==> config.mk <==
export PLATFORM = sky130hd
export DESIGN_NAME = coreDatapath
export DESIGN_NICKNAME = d
export VERILOG_FILES = /design/src/logic/cpuPkg.sv /design/src/logic/regFile.sv /design/src/logic/instrDecoder.sv /design/src/logic/alu.sv /design/src/logic/coreDatapath.sv
export SDC_FILE = /design/constraint.sdc
export NUM_CORES = 2
export LEC_CHECK = 0
export BUFFER_PORTS_ARGS = -buffer_cell sky130_fd_sc_hd__buf_2
export CAP_MARGIN = 20
export CORE_MARGIN = 2
export CORE_UTILIZATION = 45
export DETAILED_ROUTE_END_ITERATION = 8
export PLACE_DENSITY = 0.57
export SYNTH_ARGS = -nofsm -noshare
export SYNTH_HDL_FRONTEND = slang
export SYNTH_HIERARCHICAL = 1
export SYNTH_SLANG_ARGS = --single-unit
==> constraint.sdc <==
create_clock -name CLK -period 10.24 [get_ports CLK]
set_input_delay 1.024 -clock CLK [delete_from_list [all_inputs] [get_ports CLK]]
set_output_delay 1.024 -clock CLK [all_outputs]
set_load 0.01 [all_outputs]
==> src/logic/cpuPkg.sv <==
`default_nettype none

package cpuPkg;

    localparam int XLen      = 32;
    localparam int ImemDepth = 256;              // Words
    localparam int DmemDepth = 256;              // Words
    localparam int WordAw    = $clog2(DmemDepth); // Word address bits of both memories
    localparam int PaddrW    = 16;               // APB address width

    // Host address map in byte addresses
    localparam logic [PaddrW-1:0] ImemBase = 16'h0000;
    localparam logic [PaddrW-1:0] DmemBase = 16'h1000;
    localparam logic [PaddrW-1:0] CtrlAddr = 16'h2000; // Bit 0 is run
    localparam logic [PaddrW-1:0] PcAddr   = 16'h2004; // Read only

    typedef enum logic [6:0] {
        OpR      = 7'b0110011,
        OpImm    = 7'b0010011,
        OpLoad   = 7'b0000011,
        OpStore  = 7'b0100011,
        OpBranch = 7'b1100011
    } opcodeT;

    typedef enum logic [2:0] {
        AluAdd = 3'd0,
        AluSub = 3'd1,
        AluAnd = 3'd2,
        AluOr  = 3'd3,
        AluSlt = 3'd4
    } aluOpT;

    typedef struct packed {
        logic  regWrite;
        logic  aluSrc;   // 1 selects the immediate
        logic  memRead;
        logic  memWrite;
        logic  memToReg; // Write back load data
        logic  branch;
        aluOpT aluOp;
    } ctrlT;

    // Decoder output for anything outside the subset
    localparam ctrlT CtrlNop = '{
        regWrite: 1'b0,
        aluSrc:   1'b0,
        memRead:  1'b0,
        memWrite: 1'b0,
        memToReg: 1'b0,
        branch:   1'b0,
        aluOp:    AluAdd
    };

    typedef struct packed {
        logic              valid;
        logic              write;
        logic [WordAw-1:0] addr;  // Word address
        logic [XLen-1:0]   wdata;
    } memReqT;

    typedef struct packed {
        logic              psel;
        logic              penable;
        logic              pwrite;
        logic [PaddrW-1:0] paddr;
        logic [XLen-1:0]   pwdata;
    } apbReqT;

    typedef struct packed {
        logic [XLen-1:0] prdata;
        logic            pready;
        logic            pslverr;
    } apbRspT;

endpackage

`default_nettype wire

==> src/logic/regFile.sv <==
`timescale 1ns/10ps
`default_nettype none

module regFile import cpuPkg::*; (
    input  wire logic            CLK,
    input  wire logic            rstN,
    input  wire logic [4:0]      rdAddr1,
    input  wire logic [4:0]      rdAddr2,
    input  wire logic [4:0]      wrAddr,
    input  wire logic            wrEn,
    input  wire logic [XLen-1:0] wrData,
    output logic      [XLen-1:0] rdData1,
    output logic      [XLen-1:0] rdData2
);

    logic [XLen-1:0] regs [32];

    // Single write port, x0 never written
    always_ff @(posedge CLK or negedge rstN) begin
        if (!rstN) begin
            for (int i = 0; i < 32; i++) begin
                regs[i] <= '0;
            end
        end else if (wrEn && (wrAddr != 5'd0)) begin
            regs[wrAddr] <= wrData;
        end
    end

    // Async reads, x0 hardwired to zero
    assign rdData1 = (rdAddr1 == 5'd0) ? '0 : regs[rdAddr1];
    assign rdData2 = (rdAddr2 == 5'd0) ? '0 : regs[rdAddr2];

endmodule

`default_nettype wire

==> src/logic/instrDecoder.sv <==
`timescale 1ns/10ps
`default_nettype none

module instrDecoder import cpuPkg::*; (
    input  wire logic [XLen-1:0] instr,
    output ctrlT                 ctrl,
    output logic      [XLen-1:0] imm
);

    opcodeT     opcode;
    logic [2:0] funct3;
    logic       funct7b5;

    assign opcode   = opcodeT'(instr[6:0]);
    assign funct3   = instr[14:12];
    assign funct7b5 = instr[30]; // Sub select on R-type

    // funct3 to ALU op, subBit only meaningful for R-type
    function automatic aluOpT aluSel(input logic [2:0] f3, input logic subBit);
        case (f3)
            3'b000:  return subBit ? AluSub : AluAdd;
            3'b010:  return AluSlt;
            3'b110:  return AluOr;
            3'b111:  return AluAnd;
            default: return AluAdd;
        endcase
    endfunction

    always_comb begin
        ctrl = CtrlNop;
        case (opcode)
            OpR: begin
                ctrl.regWrite = 1'b1;
                ctrl.aluOp    = aluSel(funct3, funct7b5);
            end
            OpImm: begin
                ctrl.regWrite = 1'b1;
                ctrl.aluSrc   = 1'b1;
                ctrl.aluOp    = aluSel(funct3, 1'b0); // No subi
            end
            OpLoad: begin
                ctrl.regWrite = 1'b1;
                ctrl.aluSrc   = 1'b1;
                ctrl.memRead  = 1'b1;
                ctrl.memToReg = 1'b1;
            end
            OpStore: begin
                ctrl.aluSrc   = 1'b1;
                ctrl.memWrite = 1'b1;
            end
            OpBranch: begin
                // Only beq, compare by subtract
                ctrl.branch = (funct3 == 3'b000);
                ctrl.aluOp  = AluSub;
            end
            default: ctrl = CtrlNop;
        endcase
    end

    // Immediate formats, all sign extended
    always_comb begin
        case (opcode)
            OpStore:  imm = {{20{instr[31]}}, instr[31:25], instr[11:7]};
            OpBranch: imm = {{19{instr[31]}}, instr[31], instr[7],
                             instr[30:25], instr[11:8], 1'b0}; // Already x2
            default:  imm = {{20{instr[31]}}, instr[31:20]};   // I-type
        endcase
    end

endmodule

`default_nettype wire

==> src/logic/alu.sv <==
`timescale 1ns/10ps
`default_nettype none

module alu import cpuPkg::*; (
    input  wire logic [XLen-1:0] a,
    input  wire logic [XLen-1:0] b,
    input  wire aluOpT           op,
    output logic      [XLen-1:0] y,
    output logic                 zero
);

    always_comb begin
        case (op)
            AluAdd:  y = a + b;
            AluSub:  y = a - b;
            AluAnd:  y = a & b;
            AluOr:   y = a | b;
            AluSlt:  y = {{(XLen-1){1'b0}}, $signed(a) < $signed(b)}; // Signed compare
            default: y = a + b;
        endcase
    end

    assign zero = (y == '0); // beq condition

endmodule

`default_nettype wire

==> src/logic/coreDatapath.sv <==
`timescale 1ns/10ps
`default_nettype none

module coreDatapath import cpuPkg::*; (
    input  wire logic            CLK,
    input  wire logic            rstN,
    input  wire logic            run,
    input  wire logic            pcClear,
    input  wire logic [XLen-1:0] instr,
    output logic      [XLen-1:0] pc,
    output memReqT               memReq,
    input  wire logic            grant,
    input  wire logic [XLen-1:0] memRdata
);

    ctrlT            ctrl;
    logic [XLen-1:0] imm;
    logic [XLen-1:0] rs1Data;
    logic [XLen-1:0] rs2Data;
    logic [XLen-1:0] aluB;
    logic [XLen-1:0] aluY;
    logic            aluZero;
    logic [XLen-1:0] wbData;
    logic [XLen-1:0] nextPc;
    logic            takeBranch;
    logic            stall;
    logic            advance;

    instrDecoder uDecoder (
        .instr (instr),
        .ctrl  (ctrl),
        .imm   (imm)
    );

    regFile uRegFile (
        .CLK     (CLK),
        .rstN    (rstN),
        .rdAddr1 (instr[19:15]),
        .rdAddr2 (instr[24:20]),
        .wrAddr  (instr[11:7]),
        .wrEn    (advance & ctrl.regWrite), // Nothing retires on a stall
        .wrData  (wbData),
        .rdData1 (rs1Data),
        .rdData2 (rs2Data)
    );

    assign aluB = ctrl.aluSrc ? imm : rs2Data;

    alu uAlu (
        .a    (rs1Data),
        .b    (aluB),
        .op   (ctrl.aluOp),
        .y    (aluY),
        .zero (aluZero)
    );

    // Load/store port, only live while running
    assign memReq.valid = run & (ctrl.memRead | ctrl.memWrite);
    assign memReq.write = ctrl.memWrite;
    assign memReq.addr  = aluY[WordAw+1:2]; // Byte to word address
    assign memReq.wdata = rs2Data;

    // Host took the memory this cycle, retry next
    assign stall   = memReq.valid & ~grant;
    assign advance = run & ~stall;

    assign wbData = ctrl.memToReg ? memRdata : aluY;

    assign takeBranch = ctrl.branch & aluZero;
    assign nextPc     = takeBranch ? (pc + imm) : (pc + XLen'(4));

    always_ff @(posedge CLK or negedge rstN) begin
        if (!rstN) begin
            pc <= '0;
        end else if (pcClear) begin
            pc <= '0; // Host restart
        end else if (advance) begin
            pc <= {nextPc[XLen-1:2], 2'b00}; // Keep word aligned
        end
    end

endmodule

`default_nettype wire

After elaboration in Yosys (flattened, before gate mapping)

Index checks and enable logic that the tools add are counted.

Flip-flop bits (word level): 1056
Latch bits: 0
Memory bits (writable): 0
Bits in read-only memories: 0
Output and inout bits: 74
Logic and storage cells: 104
Memories kept: 0

Add/sub/neg operators: 4
Multiply operators: 0
Divide/modulo/power cells: 0
Order comparisons: 5
Eq/ne operators: 12
Shift-type cells: 0
Mux-type cells: 27
Bitwise operators: 13
Reduce and logical (&&, ||, !) cells: 10

Operators by type and width:

| kind                                                | count |
|---|---|
| bitwise mux 1024 bit                                | 1 |
| 2-to-1 mux 32 bit                                   | 12 |
| binary-select mux 32 bit (select 5 bit)             | 2 |
| demux 32 bit (select 5 bit)                         | 1 |
| one-hot mux 32 bit (4 select lines)                 | 1 |
| adder 32 bit                                        | 2 |
| adder 32 x 3 -> 32 bit, second input constant       | 1 |
| bitwise AND 32 bit                                  | 1 |
| zero test 32 bit                                    | 1 |
| < comparator 32 bit                                 | 1 |
| bitwise OR 32 bit                                   | 1 |
| subtractor 32 bit                                   | 1 |
| one-hot mux 12 bit (2 select lines)                 | 1 |
| >= comparator 6 bit, second input constant          | 3 |
| NOT 5 -> 6 bit                                      | 3 |
| one-hot mux 3 bit (3 select lines)                  | 2 |
| equality test 7 x 6 -> 1 bit, second input constant | 2 |
| one-hot mux 3 bit (4 select lines)                  | 1 |
| zero test 5 bit                                     | 2 |
| equality test 3 x 2 -> 1 bit, second input constant | 3 |
| equality test 3 bit, second input constant          | 3 |
| equality test 7 x 2 -> 1 bit, second input constant | 1 |
| equality test 7 x 5 -> 1 bit, second input constant | 1 |
| equality test 7 bit, second input constant          | 1 |
| 11 further kinds                                    | 23 |

Logic depth before layout (Yosys ltp)

Depth in word-level cells: 13
Mapped depth: 39
Mapped depth without buffers: 32

Cells and area by module

Netlist, hierarchy kept.

Modules (own cells, without submodules):

| module       | instances | cells each | area each (um^2) | sequential area each (um^2) |
|---|---|---|---|---|
| regFile      | 1         | 3513       | 54075.6          | 25624.6 |
| alu          | 1         | 805        | 5243.8           | 0.0 |
| coreDatapath | 1         | 438        | 3663.5           | 750.7 |
| instrDecoder | 1         | 51         | 435.4            | 0.0 |

Worst setup path before layout

No wires, ideal clock.

Path type: input-to-reg
Start: input port instr[20]
End: register pc[31]
Arrival: 9.061 ns
Required time: 10.112 ns
Slack: 1.051 ns
Stages: 32
Path buffers: 6
Cell sequence: buf_2 > buf_6 > buf_2 > mux4_2 > a2111oi_0 > nor3_1 > mux2_2 > ha_1 > fa_1 > o21bai_1 > a21oi_1 > a221oi_1 > o22ai_1 > or4_1 > or4b_1 > or4_1 > nor4_1 > nand4bb_1 > nor4_2 > clkbuf_1 > clkbuf_1 > and3_1 > ha_1 > buf_2 > a21o_1 > a2111o_1 > a21oi_2 > o31a_4 > o21ai_2 > a311oi_2 > mux2i_1 > mux2_1

RTL lines:

| element                | line               | RTL |
|---|---|---|
| start: declaration     | coreDatapath.sv:9  | `input wire logic [XLen-1:0] instr,` |
| end signal: assignment | coreDatapath.sv:78 | `pc <= {nextPc[XLen-1:2], 2'b00};` |
| end: declaration       | coreDatapath.sv:10 | `output logic [XLen-1:0] pc,` |

Worst setup path after layout

Start: input port instr[22]
End: register pc[30]

Cells in the longest elaborated chain, start to end: 13
Elaborated cells on any way between the ends: 20
Classes of those cells: 3 x add/sub; 1 x order compare; 10 x mux; 4 x bitwise; 2 x reduce/logical

Ends and longest elaborated chain:

| element                                              | line                            | RTL |
|---|---|---|
| NOT 5 -> 6 bit (not written as such)                 | regFile.sv:31                   | `assign rdData2 = (rdAddr2 == 5'd0) ? '0 : regs[rdAddr2];` |
| binary-select mux 32 bit (select 5 bit)              | regFile.sv:31                   |  |
| 2-to-1 mux 32 bit (not written as such) (2 in a row) | regFile.sv:31                   |  |
| 2-to-1 mux 32 bit (*)                                | regFile.sv:31                   |  |
| 2-to-1 mux 32 bit (*)                                | coreDatapath.sv:47              | `assign aluB = ctrl.aluSrc ? imm : rs2Data;` |
| named net aluB[25]                                   | coreDatapath.sv:20              | `logic [XLen-1:0] aluB;` |
| adder 32 bit or subtractor 32 bit (tied branches)    | alu.sv:14, alu.sv:19, alu.sv:15 |  |
| one-hot mux 32 bit (4 select lines) (*)              | alu.sv:13                       | `case (op)` |
| named net aluY[28]                                   | coreDatapath.sv:21              | `logic [XLen-1:0] aluY;` |
| zero test 32 bit (*)                                 | alu.sv:23                       | `assign zero = (y == '0);` |
| named net aluZero                                    | coreDatapath.sv:22              | `logic aluZero;` |
| bitwise AND 1 bit (*)                                | coreDatapath.sv:69              | `assign takeBranch = ctrl.branch & aluZero;` |
| 2-to-1 mux 32 bit (*)                                | coreDatapath.sv:70              | `assign nextPc = takeBranch ? (pc + imm) : (pc + XLen'(4));` |
| 2-to-1 mux 32 bit (*)                                | coreDatapath.sv:77              | `end else if (advance) begin` |
| 2-to-1 mux 32 bit (*)                                | coreDatapath.sv:75              | `end else if (pcClear) begin` |

The timed path passes the listed nets; every way through them passes the cells marked *. The select of a mux whose other input is x is not followed.
A chain may end at the register's enable or synchronous reset.

==> impl_metrics.tcl <==
set metrics [dict create \
    via_count 44800 \
    wirelength_um 220000 \
    cts_tree "yes" \
    drt-pass1-iter-count 6 \
    cts_buffers 116 \
    io_pins 143 \
    clockBufferDepth 3 \
    slew_headroom_pct 16.8 \
    leakagePower_nw 32.9 \
    peakVddDrop_mv 0.147 \
    endpoint_kind "flip-flop" \
    clk_pin_slew_worst_paths_ns 0.07 \
    grt_pass1_wl_um 318000 \
    die_h_um 379 \
    syn_to_final_growth_pct 11.6 \
    ant_nets 0 \
    cp_top_family "compound AO/OA/AOI/OAI gates" \
    clkSinkCount 1054 \
    async_flop_share_pct 100 \
    drt_iter0_markers 4958 \
    drc 0 \
    final_util_pct 50.7 \
    viasPerCell 6.58 \
    grt_pass1_vias 44400 \
    clock_skew_ns 0.0851 \
    overflow 0 \
    netlist_instances 4807 \
    holdCritPathClass "input pin to asynchronous set/reset pin" \
    critPathMaxFanout 81 \
    place_congestion 0.975 \
    wl_per_cell_um 32.3 \
    drive_above_1_share_pct 45.6 \
    setup.worst_path.start "instr[22]" \
    coreArea_um2 140000 \
    start_util_pct 45.4 \
    syn_avg_cell_area_um2 13.2 \
    rows 137 \
    cts_max_level 3 \
    antenna_found_initial 7 \
    final_cell_mix "1076 x mux2_2, 1054 x dfrtp_1, 469 x mux4_2" \
    criticalPathCategory "input pin to flip-flop" \
    placed_cell_area_um2 66900 \
    rsz0062_at_grt "no" \
    layout_commonest_cell "mux2_2" \
    hold_viol_final 0 \
    seq_area_frac_synth_pct 41.6 \
    clk_latency_ns 0.79 \
    place_hpwl_um 141000 \
    post_synth_num_cell_types 100 \
    p_per_area_nw_per_um2 141 \
    fin_crit_ns 9.70 \
    grt_max_degree 159 \
    synth_edf_count 0 \
    cp_slowest_cell "nor3_1" \
    dieArea_um2 144000 \
    tightest_slew_ns 1.24 \
    cap_violations 0 \
    ys_seq_elements 1054 \
    crit_required_ns 10.93 \
    start_kind "input pin" \
    syn_area_um2 63400 \
    nets 5034 \
    final_cell_area_um2 70800 \
    status "complete, no violations" \
    die_w_um 379 \
    setup_violations 0 \
    holdBufCountCts 0 \
    final-seq-area_um2 26400 \
    crit_buf_inv 8 \
    max_freq_ghz 0.103 \
    port_buffers 140 \
    cpPeakStageDelay_ns 1.01 \
    ys_warn_count 6 \
    synth_flop_cell "dfrtp_1" \
    arrival_ns 10.40 \
    multi_input_area_um2 34400 \
    ctsRootBufferMaster "clkbuf_16" \
    fin_crit_sh_pct 94.8 \
    grt_usage_pct 30.5 \
    num-fill-cells 12100 \
    rr_startpoint "uRegFile/regs[512]$_DFFE_PN0P_" \
    slew_violations 0 \
]
sequential cells by signal (all words and copies together), names as in the netlist:
register and count:
pc 30, uRegFile/regs 1024
timing repair:
item                       4_1_cts  5_1_grt
buffers inserted                 0        0
setup endpoints to repair        0        9
gates resized for setup          0        6
cell families after synthesis:
family	synth area share (%)
flops	41.6
other cells	0.00591
xor+xnor	0.387
buf+inv	4.58
compound gates	7.47
simple gates	4.53
fa+ha+maj	2.56
mux	38.9
layout make-up:
cell class,instances,area share [%]
antenna,1,0.00354
clock buffer,167,4.63
clock inverter,43,0.820
inverter,115,0.610
multi-input combinational,3121,48.6
sequential,1054,37.3
tap,1876,3.32
timing repair buffer,429,4.74
metal layers:
| layer | up-vias | routed length, um | track usage (%) |
|---|---|---|---|
| li1 | 18400 | - | - |
| met1 | 23900 | 93900 | 43.1 |
| met2 | 1991 | 98800 | 46.5 |
| met3 | 407 | 19200 | 6.41 |
| met4 | 4 | 8320 | 10.9 |
| met5 | - | 22 | 0 |
worst paths after layout:
path | endpoint | slack, ns | depth (start not counted)
setup / recovery | pc[30]$_DFFE_PN0P_ | 0.54 | 35
hold / removal | pc[13]$_DFFE_PN0P_ | 0.21 | 1
setup reg to reg | pc[30]$_DFFE_PN0P_ | 1.01 | 32
hold reg to reg | uRegFile/regs[1017]$_DFFE_PN0P_ | 0.40 | 0
max in group asynchronous | uRegFile/regs[236]$_DFFE_PN0P_ | 7.82 | 3
min in group CLK | uRegFile/regs[1017]$_DFFE_PN0P_ | 0.40 | 0
stage by stage:
stage               cells  hold slack, ns  worst slack (ns)  setup TNS (ns)  total power, W
floorplan            4808           0.441              1.05               0         0.00517
global placement     6590           0.377            -0.129          -0.391         0.00575
detailed placement   6590           0.384            -0.197          -0.754         0.00576
CTS                  6800           0.213             0.601               0          0.0100
global route         6805           0.262            0.0430               0          0.0103
finish               6806           0.212             0.536               0          0.0100
Yosys cell counts, types with 9 or more instances:
cell type  instances  area [um^2]
o31ai_1           12         90.1
xnor2_1           21          184
o221ai_1          33          289
nor3_1            79          395
a221oi_1           9         78.8
nand4_1           10         62.6
or3_1             11         68.8
nand3b_1          10         75.1
nand2b_1          24          150
buf_1             56          210
a22oi_1           18          135
a22o_1            53          464
inv_1            111          417
mux2i_1          173         1730
o21ai_0           53          265
buf_6             13          146
and3_1            38          238
nor2_1           109          409
dfrtp_1         1054        26400
o211ai_1          23          173
ha_1             125         1560
nor2b_1           37          231
a31oi_1           10         62.6
o21a_1            12         90.1
nand2_1          143          537
nand3_1           33          165
o22ai_1           95          594
a2111oi_0         33          289
a21o_1            28          210
nor4_1            15         93.8
o21bai_1          19          143
mux2_2          1076        12100
mux2_1            14          158
buf_2            116          581
a211oi_1          50          375
mux4_2           469        10600
clkbuf_1         257          965
a21oi_1          129          646
buf_4             76          571
power breakdown:
part           total, W  internal [W]  switching (W)
Clock           0.00429       0.00247        0.00181
Sequential      0.00426       0.00422      0.0000410
Combinational   0.00146      0.000460       0.000998
Power figures use the tool's default switching activity.
