===== config.mk =====
export PLATFORM = sky130hd
export DESIGN_NAME = memArbiter
export DESIGN_NICKNAME = d
export VERILOG_FILES = /design/src/logic/cpuPkg.sv /design/src/logic/memArbiter.sv
export SDC_FILE = /design/constraint.sdc
export NUM_CORES = 1
export LEC_CHECK = 0
export BUFFER_PORTS_ARGS = -buffer_cell sky130_fd_sc_hd__buf_2
export CELL_PAD_IN_SITES_DETAIL_PLACEMENT = 1
export CELL_PAD_IN_SITES_GLOBAL_PLACEMENT = 1
export CORE_AREA = 5 5 118 120
export DETAILED_ROUTE_END_ITERATION = 6
export DIE_AREA = 0 0 123 125
export MAX_ROUTING_LAYER = met4
export PLACE_DENSITY_LB_ADDON = 0.08
export SETUP_SLACK_MARGIN = 0.4
export SLEW_MARGIN = 20
export SYNTH_ARGS = -nofsm -noshare
export SYNTH_HDL_FRONTEND = slang
export SYNTH_SLANG_ARGS = --single-unit

===== constraint.sdc =====
create_clock -name CLK -period 2.3 [get_ports CLK]
set_input_delay 0.115 -clock CLK [delete_from_list [all_inputs] [get_ports CLK]]
set_output_delay 0.115 -clock CLK [all_outputs]
set_load 0.02 [all_outputs]

===== src/logic/cpuPkg.sv =====
`default_nettype none

package cpuPkg;

    localparam int XLen      = 32;
    localparam int ImemDepth = 256;              // Words
    localparam int DmemDepth = 256;              // Words
    localparam int WordAw    = $clog2(DmemDepth); // Word address bits of both memories
    localparam int PaddrW    = 16;               // APB address width

    // Host address map in byte addresses
    localparam logic [PaddrW-1:0] ImemBase = 16'h0000;
    localparam logic [PaddrW-1:0] DmemBase = 16'h1000;
    localparam logic [PaddrW-1:0] CtrlAddr = 16'h2000; // Bit 0 is run
    localparam logic [PaddrW-1:0] PcAddr   = 16'h2004; // Read only

    typedef enum logic [6:0] {
        OpR      = 7'b0110011,
        OpImm    = 7'b0010011,
        OpLoad   = 7'b0000011,
        OpStore  = 7'b0100011,
        OpBranch = 7'b1100011
    } opcodeT;

    typedef enum logic [2:0] {
        AluAdd = 3'd0,
        AluSub = 3'd1,
        AluAnd = 3'd2,
        AluOr  = 3'd3,
        AluSlt = 3'd4
    } aluOpT;

    typedef struct packed {
        logic  regWrite;
        logic  aluSrc;   // 1 selects the immediate
        logic  memRead;
        logic  memWrite;
        logic  memToReg; // Write back load data
        logic  branch;
        aluOpT aluOp;
    } ctrlT;

    // Decoder output for anything outside the subset
    localparam ctrlT CtrlNop = '{
        regWrite: 1'b0,
        aluSrc:   1'b0,
        memRead:  1'b0,
        memWrite: 1'b0,
        memToReg: 1'b0,
        branch:   1'b0,
        aluOp:    AluAdd
    };

    typedef struct packed {
        logic              valid;
        logic              write;
        logic [WordAw-1:0] addr;  // Word address
        logic [XLen-1:0]   wdata;
    } memReqT;

    typedef struct packed {
        logic              psel;
        logic              penable;
        logic              pwrite;
        logic [PaddrW-1:0] paddr;
        logic [XLen-1:0]   pwdata;
    } apbReqT;

    typedef struct packed {
        logic [XLen-1:0] prdata;
        logic            pready;
        logic            pslverr;
    } apbRspT;

endpackage

`default_nettype wire


===== src/logic/memArbiter.sv =====
`timescale 1ns/10ps
`default_nettype none

module memArbiter import cpuPkg::*; (
    input  wire logic               CLK,
    input  wire logic               rstN,
    input  wire apbReqT             apbReq,
    output apbRspT                  apbRsp,
    input  wire memReqT             coreReq,
    output logic                    grant,
    output logic       [XLen-1:0]   coreRdata,
    input  wire logic  [XLen-1:0]   pc,
    output logic                    run,
    output logic                    pcClear,
    output logic                    imemWe,
    output logic       [WordAw-1:0] imemAddr,
    output logic       [XLen-1:0]   imemWdata,
    output logic                    dmemWe,
    output logic       [WordAw-1:0] dmemAddr,
    output logic       [XLen-1:0]   dmemWdata,
    input  wire logic  [XLen-1:0]   dmemRdata
);

    logic              access;
    logic              hostWr;
    logic              isImem;
    logic              isDmem;
    logic              isCtrl;
    logic              isPc;
    logic              hostDmem;
    logic [WordAw-1:0] hostWordAddr;

    assign access       = apbReq.psel & apbReq.penable; // APB access phase
    assign hostWr       = access & apbReq.pwrite;
    assign hostWordAddr = apbReq.paddr[WordAw+1:2];

    // Region decode on the bits above the word index
    assign isImem = apbReq.paddr[PaddrW-1:WordAw+2] == ImemBase[PaddrW-1:WordAw+2];
    assign isDmem = apbReq.paddr[PaddrW-1:WordAw+2] == DmemBase[PaddrW-1:WordAw+2];
    assign isCtrl = apbReq.paddr == CtrlAddr;
    assign isPc   = apbReq.paddr == PcAddr;

    // Host owns dmem from setup phase on
    assign hostDmem  = apbReq.psel & isDmem;
    assign grant     = coreReq.valid & ~hostDmem;
    assign dmemAddr  = hostDmem ? hostWordAddr : coreReq.addr;
    assign dmemWdata = hostDmem ? apbReq.pwdata : coreReq.wdata;
    assign dmemWe    = hostDmem ? hostWr : (grant & coreReq.write);
    assign coreRdata = dmemRdata;

    // Instruction loads only while halted
    assign imemWe    = hostWr & isImem & ~run;
    assign imemAddr  = hostWordAddr;
    assign imemWdata = apbReq.pwdata;

    always_ff @(posedge CLK or negedge rstN) begin
        if (!rstN) begin
            run <= 1'b0;
        end else if (hostWr && isCtrl) begin
            run <= apbReq.pwdata[0];
        end
    end

    // Lands on the same edge as run going high
    assign pcClear = hostWr & isCtrl & apbReq.pwdata[0];

    always_comb begin
        apbRsp.prdata  = '0;
        apbRsp.pready  = 1'b1; // No wait states
        apbRsp.pslverr = 1'b0;
        if (isDmem) begin
            apbRsp.prdata = dmemRdata;
        end else if (isCtrl) begin
            apbRsp.prdata = {{(XLen-1){1'b0}}, run};
        end else if (isPc) begin
            apbRsp.prdata  = pc;
            apbRsp.pslverr = hostWr;    // PC is read only
        end else if (isImem) begin
            apbRsp.pslverr = hostWr & run; // Imem reads return zero
        end else begin
            apbRsp.pslverr = access;    // Unmapped
        end
    end

endmodule

`default_nettype wire


After elaboration in Yosys (flattened, before gate mapping)
Cells that the tools add are included.

Output and inout bits: 151. Register bits after elaboration: 1. Input bits: 159. Logic and storage cells: 28.

Multiplexer cells: 10. Equal/unequal tests: 3. Bitwise gates (word level): 12. Reduce and logical (&&, ||, !) cells: 2.

Operator list (count): 32-bit 2-to-1 mux (4); 16-bit by 14-bit equality test with 1-bit output (second input constant) (2); 1-bit AND (10); 8-bit 2-to-1 mux (1); 6-bit by 3-bit equality test with 1-bit output (second input constant) (1); 6-bit zero test (1); 1-bit 2-to-1 mux (5); 1-bit NOT (2); 1-bit logical AND (1).

Logic depth before layout (Yosys ltp)
Gate-level depths: netlist of run 1.

Depth after elaboration: 7. Mapped depth: 5. Gate-level depth less buffers: 4.

Least setup slack after synthesis of run 1
No wires, ideal clock.

Path kind: input port to output port. Start: input port apbReq[43] in the netlist's numbering. End: output port apbRsp[0] in the netlist's numbering. Setup slack: 366 ps. Path buffers: 0. Data required time: 2185 ps. Cell stages on the path: 4. Arrival time: 1819 ps. Path through: or4_4 -> nor4_2 -> a22oi_1 -> a211oi_1.

RTL lines: from (decl) (RTL line memArbiter.sv:7) `input wire apbReqT apbReq,`; to (decl) (RTL line memArbiter.sv:8) `output apbRspT apbRsp,`.

Final worst setup path of run 1
Start: input port apbReq[43] in the netlist's numbering. End: register run.

Longest elaborated chain between the ends: 2.

RTL lines: 16-bit by 14-bit equality test with 1-bit output (RTL line memArbiter.sv:40) `assign isCtrl = apbReq.paddr == CtrlAddr;`; 1-bit logical AND (RTL line memArbiter.sv:59) `end else if (hostWr && isCtrl) begin`; to (signal assigned) (RTL line memArbiter.sv:60) `run <= apbReq.pwdata[0];`; to (decl) (RTL line memArbiter.sv:13) `output logic run,`.

Every way passes these cells. A chain may end at the register's enable or synchronous reset.

==> run_summary.xml, run 1 <==
<?xml version="1.0" encoding="UTF-8"?>
<metrics>
  <group name="critical_path">
    <metric name="worstSetupStartpoint" unit="">apbReq[43]</metric>
    <metric name="crit_path_max_incr_delay" unit="ns">0.57</metric>
    <metric name="critical_path_class" unit="">in2reg</metric>
    <metric name="critical-path-top-delay-family" unit="">simple AND/OR/NAND/NOR gates</metric>
    <metric name="worst_ep_required_time" unit="ns">2.17</metric>
    <metric name="worst-endpoint-arrival" unit="ns">1.89</metric>
    <metric name="peak_fanout_along_the_critical_path" unit="">3</metric>
    <metric name="worst_setup_path_start_kind" unit="">input port</metric>
    <metric name="timing.critical_path.cells" unit="">buf_6, or4_4, buf_12, or4_4, nor3_4, mux2_4</metric>
    <metric name="cp_num_buf_inv" unit="">2</metric>
    <metric name="critPathSlowestCell" unit="">or4_4</metric>
    <metric name="worst_path_most_repeated_cell" unit="">or4_4</metric>
    <metric name="regToRegStartpoint" unit="">run</metric>
    <metric name="crit_path_end_kind" unit="">register</metric>
  </group>
  <group name="placement">
    <metric name="placement.io_buffers" unit="">308</metric>
    <metric name="post_dp_hpwl" unit="µm">8191</metric>
    <metric name="final_wtd_congestion" unit="">0.7220</metric>
  </group>
  <group name="yosys">
    <metric name="synthArstFlopShare" unit="%">100.0</metric>
    <metric name="yosys_warnings" unit="">0</metric>
    <metric name="synthesis.area_per_instance" unit="µm²">8.530</metric>
    <metric name="synth_flop_cell" unit="">dfrtp_1</metric>
    <metric name="yosys.cell_types.count" unit="">27</metric>
    <metric name="synthMostInstantiatedCell" unit="">buf_4</metric>
    <metric name="mappedNetlistArea" unit="µm²">1544</metric>
    <metric name="synthCells" unit="">181</metric>
    <metric name="synth.ff_latch_count" unit="">1</metric>
    <metric name="synth_fp_nets" unit="">340</metric>
    <metric name="edff_count_synth" unit="">0</metric>
    <metric name="synth.yosys.seq_area_share" unit="%">1.621</metric>
    <metric name="fraction_of_synthesized_cell_area_taken_by_the_top_area_cell_type" unit="%">35.49</metric>
    <metric name="netlist.top_cell.by_area" unit="">buf_4</metric>
    <metric name="netlist_top_cells_area" unit="">buf_4 (35%), mux2_1 (28%), a22o_1 (18%)</metric>
    <metric name="yosys-top-cells-count" unit="">buf_4 (73), mux2_1 (38), a22o_1 (31)</metric>
  </group>
  <group name="drt">
    <metric name="drtPass1Iterations" unit="">4</metric>
    <metric name="postRouteAntennaNets" unit="">0</metric>
    <metric name="drt_wl_total" unit="µm">9928</metric>
    <metric name="post_drt_wl_per_cell" unit="µm">16.71</metric>
    <metric name="detail_route.iter0.violations" unit="">14</metric>
    <metric name="drc" unit="">0</metric>
    <metric name="via_per_inst" unit="">3.815</metric>
    <metric name="detailroute.via_count" unit="">2266</metric>
  </group>
  <group name="floorplanning">
    <metric name="core-area" unit="µm²">12870</metric>
    <metric name="row_count" unit="">42</metric>
    <metric name="fp.dieH" unit="µm">125</metric>
    <metric name="floorplan.die.width" unit="µm">123</metric>
    <metric name="boundaryPins" unit="">310</metric>
    <metric name="start_util" unit="%">11.99</metric>
    <metric name="die-area" unit="µm²">15380</metric>
  </group>
  <group name="layout">
    <metric name="n_antenna_cell" unit="">0</metric>
    <metric name="max_reg_flops" unit="">1</metric>
    <metric name="flow.area_growth_from_synthesis" unit="%">106.1</metric>
    <metric name="final_nets" unit="">579</metric>
    <metric name="max_flop_register" unit="">run</metric>
    <metric name="post_route_cells_drive_above_1_share" unit="%">83.01</metric>
    <metric name="top_regs" unit="">run x1</metric>
    <metric name="multiInputGateArea" unit="µm²">1013</metric>
    <metric name="regArea" unit="µm²">25.02</metric>
    <metric name="fillCellCount" unit="">1621</metric>
  </group>
  <group name="timing">
    <metric name="layout_min_cycle_time" unit="ns">2.016</metric>
    <metric name="grt_setup_unrepaired" unit="">true</metric>
    <metric name="worst_clock_skew" unit="ns">0</metric>
    <metric name="finalSetupViolations" unit="">0</metric>
    <metric name="final_hold_viol_count" unit="">0</metric>
    <metric name="final_max_slew_viol_count" unit="">0</metric>
    <metric name="setup-tns-final" unit="ns">0</metric>
    <metric name="fin_crit_sh" unit="%">87.66</metric>
    <metric name="clock.fmax" unit="GHz">0.4960</metric>
  </group>
  <group name="grt">
    <metric name="grt_pass1_wl" unit="µm">12820</metric>
    <metric name="grt_start_max_net_pins" unit="">43</metric>
    <metric name="grtUsageTotal" unit="%">10.58</metric>
    <metric name="grt_overflow" unit="">0</metric>
    <metric name="antenna_violations_before_repair" unit="">0</metric>
    <metric name="first_global_vias" unit="">2347</metric>
  </group>
  <group name="cts">
    <metric name="clk_pin_slew_worst_paths" unit="ns">0</metric>
    <metric name="clk_latency" unit="ns">0</metric>
  </group>
  <group name="power">
    <metric name="power_density" unit="nW/µm²">163.0</metric>
    <metric name="power.ir.vdd_worst" unit="V">0.00008992</metric>
    <metric name="power.total" unit="µW">518.6</metric>
    <metric name="p_leak" unit="nW">1.838</metric>
  </group>
  <group name="worst_hold_path">
    <metric name="hold_start" unit="">apbReq[0]</metric>
    <metric name="timing.hold.worst.class" unit="">in2reg</metric>
  </group>
  <group name="flow_run">
    <metric name="maxCapViolations" unit="">0</metric>
  </group>
  <group name="run_status">
    <metric name="outcome" unit="">finished, final reports clean</metric>
  </group>
</metrics>
[routing by layer]
| layer | routed length [µm] | track usage (%) |
|---|---|---|
| met3 | 1091 | 1.671 |
| met1 | 3350 | 10.44 |
| met2 | 5451 | 22.16 |
| met5 | 0 | - |
| met4 | 34 | 0.3257 |
[final timing paths]
path	to	slack [ns]	cells past startpoint
max	run	0.28	6
min	run	0.41	2
max reg2reg	run	1.47	1
min reg2reg	run	0.62	1
max in group asynchronous	run	1.79	2
min in group asynchronous	run	0.43	2
[cells by family after synthesis]
group	after synthesis	synth area share, %
AO/OA/AOI/OAI	35	19.53
AND/OR/NAND/NOR	18	9.481
flip-flops	1	1.620
other	1	0.2429
buffers and inverters	84	38.57
multiplexers	42	30.55
[where the power goes]
group,internal (mW),switching [mW]
combinational,0.226,0.274
clock,0,0
sequential,0.0179,0.00000271
[per-stage QoR]
step | hold WS (ns) | utilization, % | area [µm²] | setup slack [ns] | cells
4_1_cts | 0.4078 | 22.32 | 2874 | 0.3191 | 589
5_1_grt | 0.4310 | 24.71 | 3182 | 0.2426 | 594
3_3_place_gp | -0.1076 | 21.55 | 2775 | 0.2272 | 585
6_report | 0.4083 | 24.71 | 3182 | 0.2839 | 594
2_1_floorplan | -0.1806 | - | 1549 | 0.4182 | 181
3_5_place_dp | -0.1066 | 21.55 | 2775 | 0.1897 | 585
[cells in the final DEF, fill, tap and decap left out, types with 2 or more instances in the layout]
| cell | n |
|---|---|
| clkbuf_16 | 2 |
| buf_12 | 3 |
| mux2_4 | 11 |
| a22o_1 | 31 |
| buf_4 | 18 |
| buf_2 | 270 |
| buf_6 | 24 |
| mux2_1 | 27 |
| or4_4 | 4 |
| mux2_2 | 3 |
| nand2_1 | 2 |
[final cells by class]
type / count / share of cell area [%]
Inverter: 1 / 0.1180
Multi-Input combinational cell: 96 / 31.85
Sequential cell: 1 / 0.7865
Tap cell: 176 / 6.921
Timing Repair Buffer: 320 / 60.32
[what timing repair did]
| item | in CTS | in global routing |
|---|---|---|
| endpoints found under the hold margin | 1 | 0 |
| setup buffers | 2 | 1 |
| resized for setup | 15 | 69 |
| endpoints found under the setup margin | 74 | 74 |
| gates cloned | 1 | 4 |
| pin swaps | 6 | 5 |
| hold buffers | 1 | 0 |
(Power assumes the default switching activity.)
==> run 2: changes to the inputs <==
--- a/config.mk
+++ b/config.mk
@@ -5,7 +5,7 @@
 export SDC_FILE = /design/constraint.sdc
 export NUM_CORES = 1
 export LEC_CHECK = 0
-export BUFFER_PORTS_ARGS = -buffer_cell sky130_fd_sc_hd__buf_2
+export BUFFER_PORTS_ARGS = -buffer_cell sky130_fd_sc_hd__buf_4
 export CELL_PAD_IN_SITES_DETAIL_PLACEMENT = 1
 export CELL_PAD_IN_SITES_GLOBAL_PLACEMENT = 1
 export CORE_AREA = 5 5 118 120
==> run 2 against run 1 <==
- clock skew unchanged
- register-to-register slack improved by 0.02 ns
- via count increased by 0.13%
- largest cell class unchanged
==> run_summary.xml, run 2 (synthesis results as in run 1) <==
<?xml version="1.0" encoding="UTF-8"?>
<metrics>
  <group name="layout">
    <metric name="top_regs" unit="">run x1</metric>
    <metric name="max_reg_flops" unit="">1</metric>
    <metric name="mostFrequentLayoutCells" unit="">buf_4 (291), mux2_1 (38), a22o_1 (30)</metric>
    <metric name="flow.area_growth_from_synthesis" unit="%">147.1</metric>
    <metric name="fillCellCount" unit="">1549</metric>
    <metric name="layout.cells.most_common" unit="">buf_4</metric>
    <metric name="post_route_cells_drive_above_1_share" unit="%">80.43</metric>
    <metric name="n_antenna_cell" unit="">0</metric>
    <metric name="final_nets" unit="">580</metric>
    <metric name="max_flop_register" unit="">run</metric>
    <metric name="final_util" unit="%">29.63</metric>
  </group>
  <group name="drt">
    <metric name="detail_route.iter0.violations" unit="">37</metric>
    <metric name="postRouteAntennaNets" unit="">0</metric>
    <metric name="via_per_inst" unit="">3.813</metric>
    <metric name="post_drt_wl_per_cell" unit="µm">17.95</metric>
    <metric name="drtPass1Iterations" unit="">2</metric>
    <metric name="drc" unit="">0</metric>
    <metric name="detailroute.via_count" unit="">2269</metric>
    <metric name="drt_wl_total" unit="µm">10680</metric>
  </group>
  <group name="critical_path">
    <metric name="peak_fanout_along_the_critical_path" unit="">21</metric>
    <metric name="crit_path_end_kind" unit="">output port</metric>
    <metric name="critical_path_class" unit="">in2out</metric>
    <metric name="timing.reg2reg.setup_slack" unit="ns">1.49</metric>
    <metric name="worst_ep_required_time" unit="ns">2.18</metric>
    <metric name="worst-endpoint-arrival" unit="ns">1.86</metric>
    <metric name="worst_setup_path_start_kind" unit="">input port</metric>
  </group>
  <group name="floorplanning">
    <metric name="floorplan.die.width" unit="µm">123</metric>
    <metric name="die-area" unit="µm²">15380</metric>
    <metric name="boundaryPins" unit="">310</metric>
    <metric name="fp.dieH" unit="µm">125</metric>
    <metric name="row_count" unit="">42</metric>
    <metric name="core-area" unit="µm²">12870</metric>
    <metric name="start_util" unit="%">11.99</metric>
  </group>
  <group name="cts">
    <metric name="clk_latency" unit="ns">0</metric>
    <metric name="clk_pin_slew_worst_paths" unit="ns">0</metric>
  </group>
  <group name="worst_hold_path">
    <metric name="timing.hold.worst.class" unit="">in2reg</metric>
  </group>
  <group name="timing">
    <metric name="finalSetupViolations" unit="">0</metric>
    <metric name="final.hold.worst_slack" unit="ns">0.3813</metric>
    <metric name="final_hold_viol_count" unit="">0</metric>
    <metric name="layout_min_cycle_time" unit="ns">1.972</metric>
    <metric name="worst_clock_skew" unit="ns">0</metric>
    <metric name="setup-tns-final" unit="ns">0</metric>
    <metric name="fin_crit_sh" unit="%">85.74</metric>
    <metric name="final_max_slew_viol_count" unit="">0</metric>
    <metric name="clock.fmax" unit="GHz">0.5071</metric>
    <metric name="grt_setup_unrepaired" unit="">true</metric>
  </group>
  <group name="grt">
    <metric name="grt_start_max_net_pins" unit="">43</metric>
    <metric name="antenna_violations_before_repair" unit="">0</metric>
    <metric name="grtUsageTotal" unit="%">11.83</metric>
    <metric name="grt_overflow" unit="">0</metric>
    <metric name="grt_pass1_wl" unit="µm">14190</metric>
    <metric name="first_global_vias" unit="">2539</metric>
  </group>
  <group name="placement">
    <metric name="final_wtd_congestion" unit="">0.7702</metric>
    <metric name="post_dp_hpwl" unit="µm">8858</metric>
    <metric name="placement.io_buffers" unit="">308</metric>
  </group>
  <group name="power">
    <metric name="power_density" unit="nW/µm²">167.2</metric>
    <metric name="p_leak" unit="nW">2.007</metric>
    <metric name="power.ir.vdd_worst" unit="V">0.00008989</metric>
    <metric name="power.total" unit="µW">638.0</metric>
  </group>
  <group name="run_status">
    <metric name="outcome" unit="">finished, final reports clean</metric>
  </group>
  <group name="flow_run">
    <metric name="maxCapViolations" unit="">0</metric>
  </group>
</metrics>
## run 2: final timing paths
kind / from / to / depth (start not counted)
setup / recovery: apbReq[43] / dmemWdata[29] / 7
hold / removal: apbReq[0] / run / 2
setup reg to reg: run / run / 1
hold reg to reg: run / run / 1
max in group asynchronous: rstN / run / 2
min in group asynchronous: rstN / run / 2
## run 2: stage by stage
step           setup WS [ns]  cell area (µm²)  std cells
2_1_floorplan         0.4182             1549        181
3_3_place_gp          0.2227             3546        585
3_5_place_dp          0.2047             3546        585
4_1_cts               0.3059             3670        591
5_1_grt               0.2483             3815        595
6_report              0.3279             3815        595
## run 2: final cells by class
| cell class | instances | area [µm²] | area share (%) |
|---|---|---|---|
| inverter | 1 | 3.754 | 0.09839 |
| multi-input combinational | 96 | 980.9 | 25.71 |
| sequential | 1 | 25.02 | 0.6560 |
| tap | 176 | 220.2 | 5.772 |
| timing repair buffer | 321 | 2585 | 67.76 |
## run 2: timing repair
| action | in CTS | in global routing |
|---|---|---|
| endpoints found under the setup margin | 76 | 76 |
| endpoints found under the hold margin | 1 | 0 |
| gates resized for setup | 16 | 19 |
| setup buffers | 4 | 1 |
| hold buffers | 1 | 0 |
| gates cloned | 1 | 3 |
| pin swaps | 8 | 6 |
## run 2: where the power goes
part	internal (mW)	leakage (nW)	switching, mW
Clock	0	0	0
Combinational	0.343	1.99	0.277
Sequential	0.0179	0.0140	0.00000252
## run 2: layer usage
metal  up-vias  wire length [µm]  track usage [%]
met5         -                 0                -
met4         0                74           0.7166
met3         4               978            1.942
met2       151              5866            24.09
met1      1045              3762            12.05
li1       1069                 -                -
## run 2: critical path, stage by stage
cell and delay [ns]:
buf_6 0.09, or4_4 0.58, nor3b_4 0.27, nand2_4 0.12
buf_12 0.18, mux2_1 0.32, buf_4 0.17
==> run 3: changes to the inputs <==
--- a/config.mk
+++ b/config.mk
@@ -5,12 +5,14 @@
 export SDC_FILE = /design/constraint.sdc
 export NUM_CORES = 1
 export LEC_CHECK = 0
+export ABC_AREA = 1
 export BUFFER_PORTS_ARGS = -buffer_cell sky130_fd_sc_hd__buf_4
 export CELL_PAD_IN_SITES_DETAIL_PLACEMENT = 1
 export CELL_PAD_IN_SITES_GLOBAL_PLACEMENT = 1
-export CORE_AREA = 5 5 118 120
+export CORE_ASPECT_RATIO = 0.75
+export CORE_MARGIN = 5
+export CORE_UTILIZATION = 14
 export DETAILED_ROUTE_END_ITERATION = 6
-export DIE_AREA = 0 0 123 125
 export MAX_ROUTING_LAYER = met4
 export PLACE_DENSITY_LB_ADDON = 0.08
 export SETUP_SLACK_MARGIN = 0.4
==> run 3 against run 2 <==
- hold slack lost 0.0054 ns
- area after synthesis grew 10%
- total power shrank 0.34%
- sequential share of layout area is essentially flat
- combinational power is essentially flat
- largest power group unchanged
- utilization grew 1.0 points
- critical endpoint is now dmemWdata[19]
- routed wire length shrank 2.3%
- highest routed layer is now met3
- final cell count grew 24%
==> run_summary.xml, run 3 <==
<?xml version="1.0" encoding="UTF-8"?>
<metrics>
  <group name="critical_path">
    <metric name="worst_ep_required_time" unit="ns">2.18</metric>
    <metric name="critical_path_class" unit="">in2out</metric>
    <metric name="peak_fanout_along_the_critical_path" unit="">34</metric>
    <metric name="worst_setup_path_start_kind" unit="">input port</metric>
    <metric name="crit_path_end_kind" unit="">output port</metric>
    <metric name="worst-endpoint-arrival" unit="ns">1.51</metric>
  </group>
  <group name="drt">
    <metric name="detailroute.via_count" unit="">2829</metric>
    <metric name="post_drt_wl_per_cell" unit="µm">14.12</metric>
    <metric name="drt_wl_total" unit="µm">10430</metric>
    <metric name="detail_route.iter0.violations" unit="">54</metric>
    <metric name="via_per_inst" unit="">3.828</metric>
    <metric name="drc" unit="">0</metric>
    <metric name="postRouteAntennaNets" unit="">0</metric>
    <metric name="drtPass1Iterations" unit="">4</metric>
  </group>
  <group name="yosys">
    <metric name="synth.ff_latch_count" unit="">1</metric>
    <metric name="synthMostInstantiatedCell" unit="">nand2_1</metric>
    <metric name="yosys-top-cells-count" unit="">nand2_1 (220), buf_4 (75), nor2_1 (13)</metric>
    <metric name="synth_fp_nets" unit="">512</metric>
    <metric name="synthArstFlopShare" unit="%">100.0</metric>
    <metric name="synthesis.area_per_instance" unit="µm²">4.824</metric>
    <metric name="synthCells" unit="">353</metric>
    <metric name="netlist.top_cell.by_area" unit="">nand2_1</metric>
    <metric name="yosys.cell_types.count" unit="">16</metric>
    <metric name="yosys_warnings" unit="">0</metric>
    <metric name="fraction_of_synthesized_cell_area_taken_by_the_top_area_cell_type" unit="%">48.49</metric>
    <metric name="netlist_top_cells_area" unit="">nand2_1 (48%), buf_4 (33%), buf_6 (3.3%)</metric>
    <metric name="synth.yosys.seq_area_share" unit="%">1.470</metric>
    <metric name="mappedNetlistArea" unit="µm²">1703</metric>
    <metric name="synth_flop_cell" unit="">dfrtp_1</metric>
    <metric name="edff_count_synth" unit="">0</metric>
  </group>
  <group name="timing">
    <metric name="final_hold_viol_count" unit="">0</metric>
    <metric name="fin_crit_sh" unit="%">70.71</metric>
    <metric name="layout_min_cycle_time" unit="ns">1.626</metric>
    <metric name="finalSetupViolations" unit="">0</metric>
    <metric name="grt_setup_unrepaired" unit="">false</metric>
    <metric name="setup-tns-final" unit="ns">0</metric>
    <metric name="worst_clock_skew" unit="ns">0</metric>
    <metric name="final_max_slew_viol_count" unit="">0</metric>
    <metric name="clock.fmax" unit="GHz">0.6149</metric>
  </group>
  <group name="grt">
    <metric name="grt_start_max_net_pins" unit="">44</metric>
    <metric name="grtUsageTotal" unit="%">12.69</metric>
    <metric name="antenna_violations_before_repair" unit="">0</metric>
    <metric name="grt_overflow" unit="">0</metric>
    <metric name="grt_pass1_wl" unit="µm">14670</metric>
    <metric name="first_global_vias" unit="">2911</metric>
  </group>
  <group name="worst_hold_path">
    <metric name="timing.hold.worst.class" unit="">in2reg</metric>
  </group>
  <group name="cts">
    <metric name="clk_pin_slew_worst_paths" unit="ns">0</metric>
    <metric name="post-cts-setup-buffers" unit="">0</metric>
    <metric name="clk_latency" unit="ns">0</metric>
  </group>
  <group name="layout">
    <metric name="max_reg_flops" unit="">1</metric>
    <metric name="mostFrequentLayoutCells" unit="">buf_4 (310), nand2_1 (220), nor2_1 (13)</metric>
    <metric name="layout.cells.most_common" unit="">buf_4</metric>
    <metric name="flow.area_growth_from_synthesis" unit="%">111.5</metric>
    <metric name="final_util" unit="%">30.67</metric>
    <metric name="final_nets" unit="">738</metric>
    <metric name="max_flop_register" unit="">run</metric>
    <metric name="top_regs" unit="">run x1</metric>
    <metric name="n_antenna_cell" unit="">0</metric>
    <metric name="post_route_cells_drive_above_1_share" unit="%">54.77</metric>
  </group>
  <group name="placement">
    <metric name="final_wtd_congestion" unit="">0.6924</metric>
    <metric name="post_dp_hpwl" unit="µm">9418</metric>
    <metric name="placement.io_buffers" unit="">308</metric>
  </group>
  <group name="floorplanning">
    <metric name="floorplan.die.width" unit="µm">137.4</metric>
    <metric name="fp.dieH" unit="µm">105.5</metric>
    <metric name="row_count" unit="">34</metric>
    <metric name="boundaryPins" unit="">310</metric>
    <metric name="start_util" unit="%">14.50</metric>
    <metric name="die-area" unit="µm²">14490</metric>
    <metric name="core-area" unit="µm²">11740</metric>
  </group>
  <group name="power">
    <metric name="power_density" unit="nW/µm²">176.6</metric>
    <metric name="p_leak" unit="nW">2.257</metric>
    <metric name="power.ir.vdd_worst" unit="V">0.0001000</metric>
  </group>
  <group name="flow_run">
    <metric name="maxCapViolations" unit="">0</metric>
  </group>
  <group name="run_status">
    <metric name="outcome" unit="">finished, final reports clean</metric>
  </group>
</metrics>
run 3: cell count changes after synthesis, moves of 3 or more:
cell     previous run  this run
a22o_1             31         0
buf_6               0         5
inv_1               1         9
mux2_1             38         0
mux2_2              3         0
nand2_1             2       220
nand3_1             2         9
nor2_1              0        13
nor2_2              0         4
o21ai_1             0         3
run 3: power breakdown:
part	internal [mW]	switching, mW
Sequential	0.0179	0.00000236
Clock	0	0
Combinational	0.327	0.291
Total	0.345	0.291
run 3: path summary, 6_finish.rpt:
path / start / slack (ns) / depth (start not counted) / end
max in group asynchronous: rstN / 1.78 / 2 / run
max: apbReq[47] / 0.67 / 8 / dmemWdata[19]
max reg2reg: run / 1.58 / 2 / run
min: apbReq[0] / 0.38 / 3 / run
min reg2reg: run / 0.63 / 2 / run
min in group asynchronous: rstN / 0.44 / 2 / run
run 3: kinds of logic (layout without fill, tap and decap cells):
logic type	after synthesis	after routing	share of synthesized area [%]
and+or+nand+nor	248	248	56.13
buffers and inverters	98	322	40.70
AOI/OAI and AO/OA	5	5	1.469
other	1	1	0.2202
DFF	1	1	1.469
run 3: repair_timing:
item / 4_1_cts / 5_1_grt
resized for setup: 0 / 3
hold buffers: 1 / 0
hold endpoints to repair: 1 / 0
setup endpoints to repair: 0 / 4
run 3: final cells by class:
class | count | area (µm²)
Fill cell | 1587 | 8140
Inverter | 10 | 40.04
Multi-Input combinational cell | 254 | 984.7
Sequential cell | 1 | 25.02
Tap cell | 162 | 202.7
Timing Repair Buffer | 312 | 2349
run 3: worst max-delay path, cell delays in order:
cell	delay, ns
buf_4	0.11
nor2_2	0.15
nand3_1	0.19
nor2_2	0.31
buf_6	0.31
nand2_1	0.09
nand2_1	0.08
buf_4	0.14
run 3: metal layers:
| layer | global-route usage [%] | routed length, µm | vias up |
|---|---|---|---|
| met5 | - | 0 | - |
| met4 | 0 | 0 | 0 |
| met3 | 2.333 | 1029 | 0 |
| met2 | 26.84 | 5977 | 148 |
| met1 | 12.44 | 3425 | 1255 |
| li1 | - | - | 1426 |
run 3: through the flow:
| step | instance area, µm² | power [mW] | worst slack [ns] | hold WS [ns] | cells |
|---|---|---|---|---|---|
| 2_1_floorplan | 1703 | 0.3163 | 1.008 | -0.1806 | 353 |
| 4_1_cts | 3595 | 0.6464 | 0.5424 | 0.3763 | 739 |
| 6_report | 3601 | 0.6358 | 0.6738 | 0.3759 | 739 |
| 3_3_place_gp | 3585 | 0.6388 | 0.6014 | -0.1092 | 738 |
| 5_1_grt | 3601 | 0.6785 | 0.4674 | 0.4105 | 739 |
| 3_5_place_dp | 3585 | 0.6433 | 0.5450 | -0.1083 | 738 |
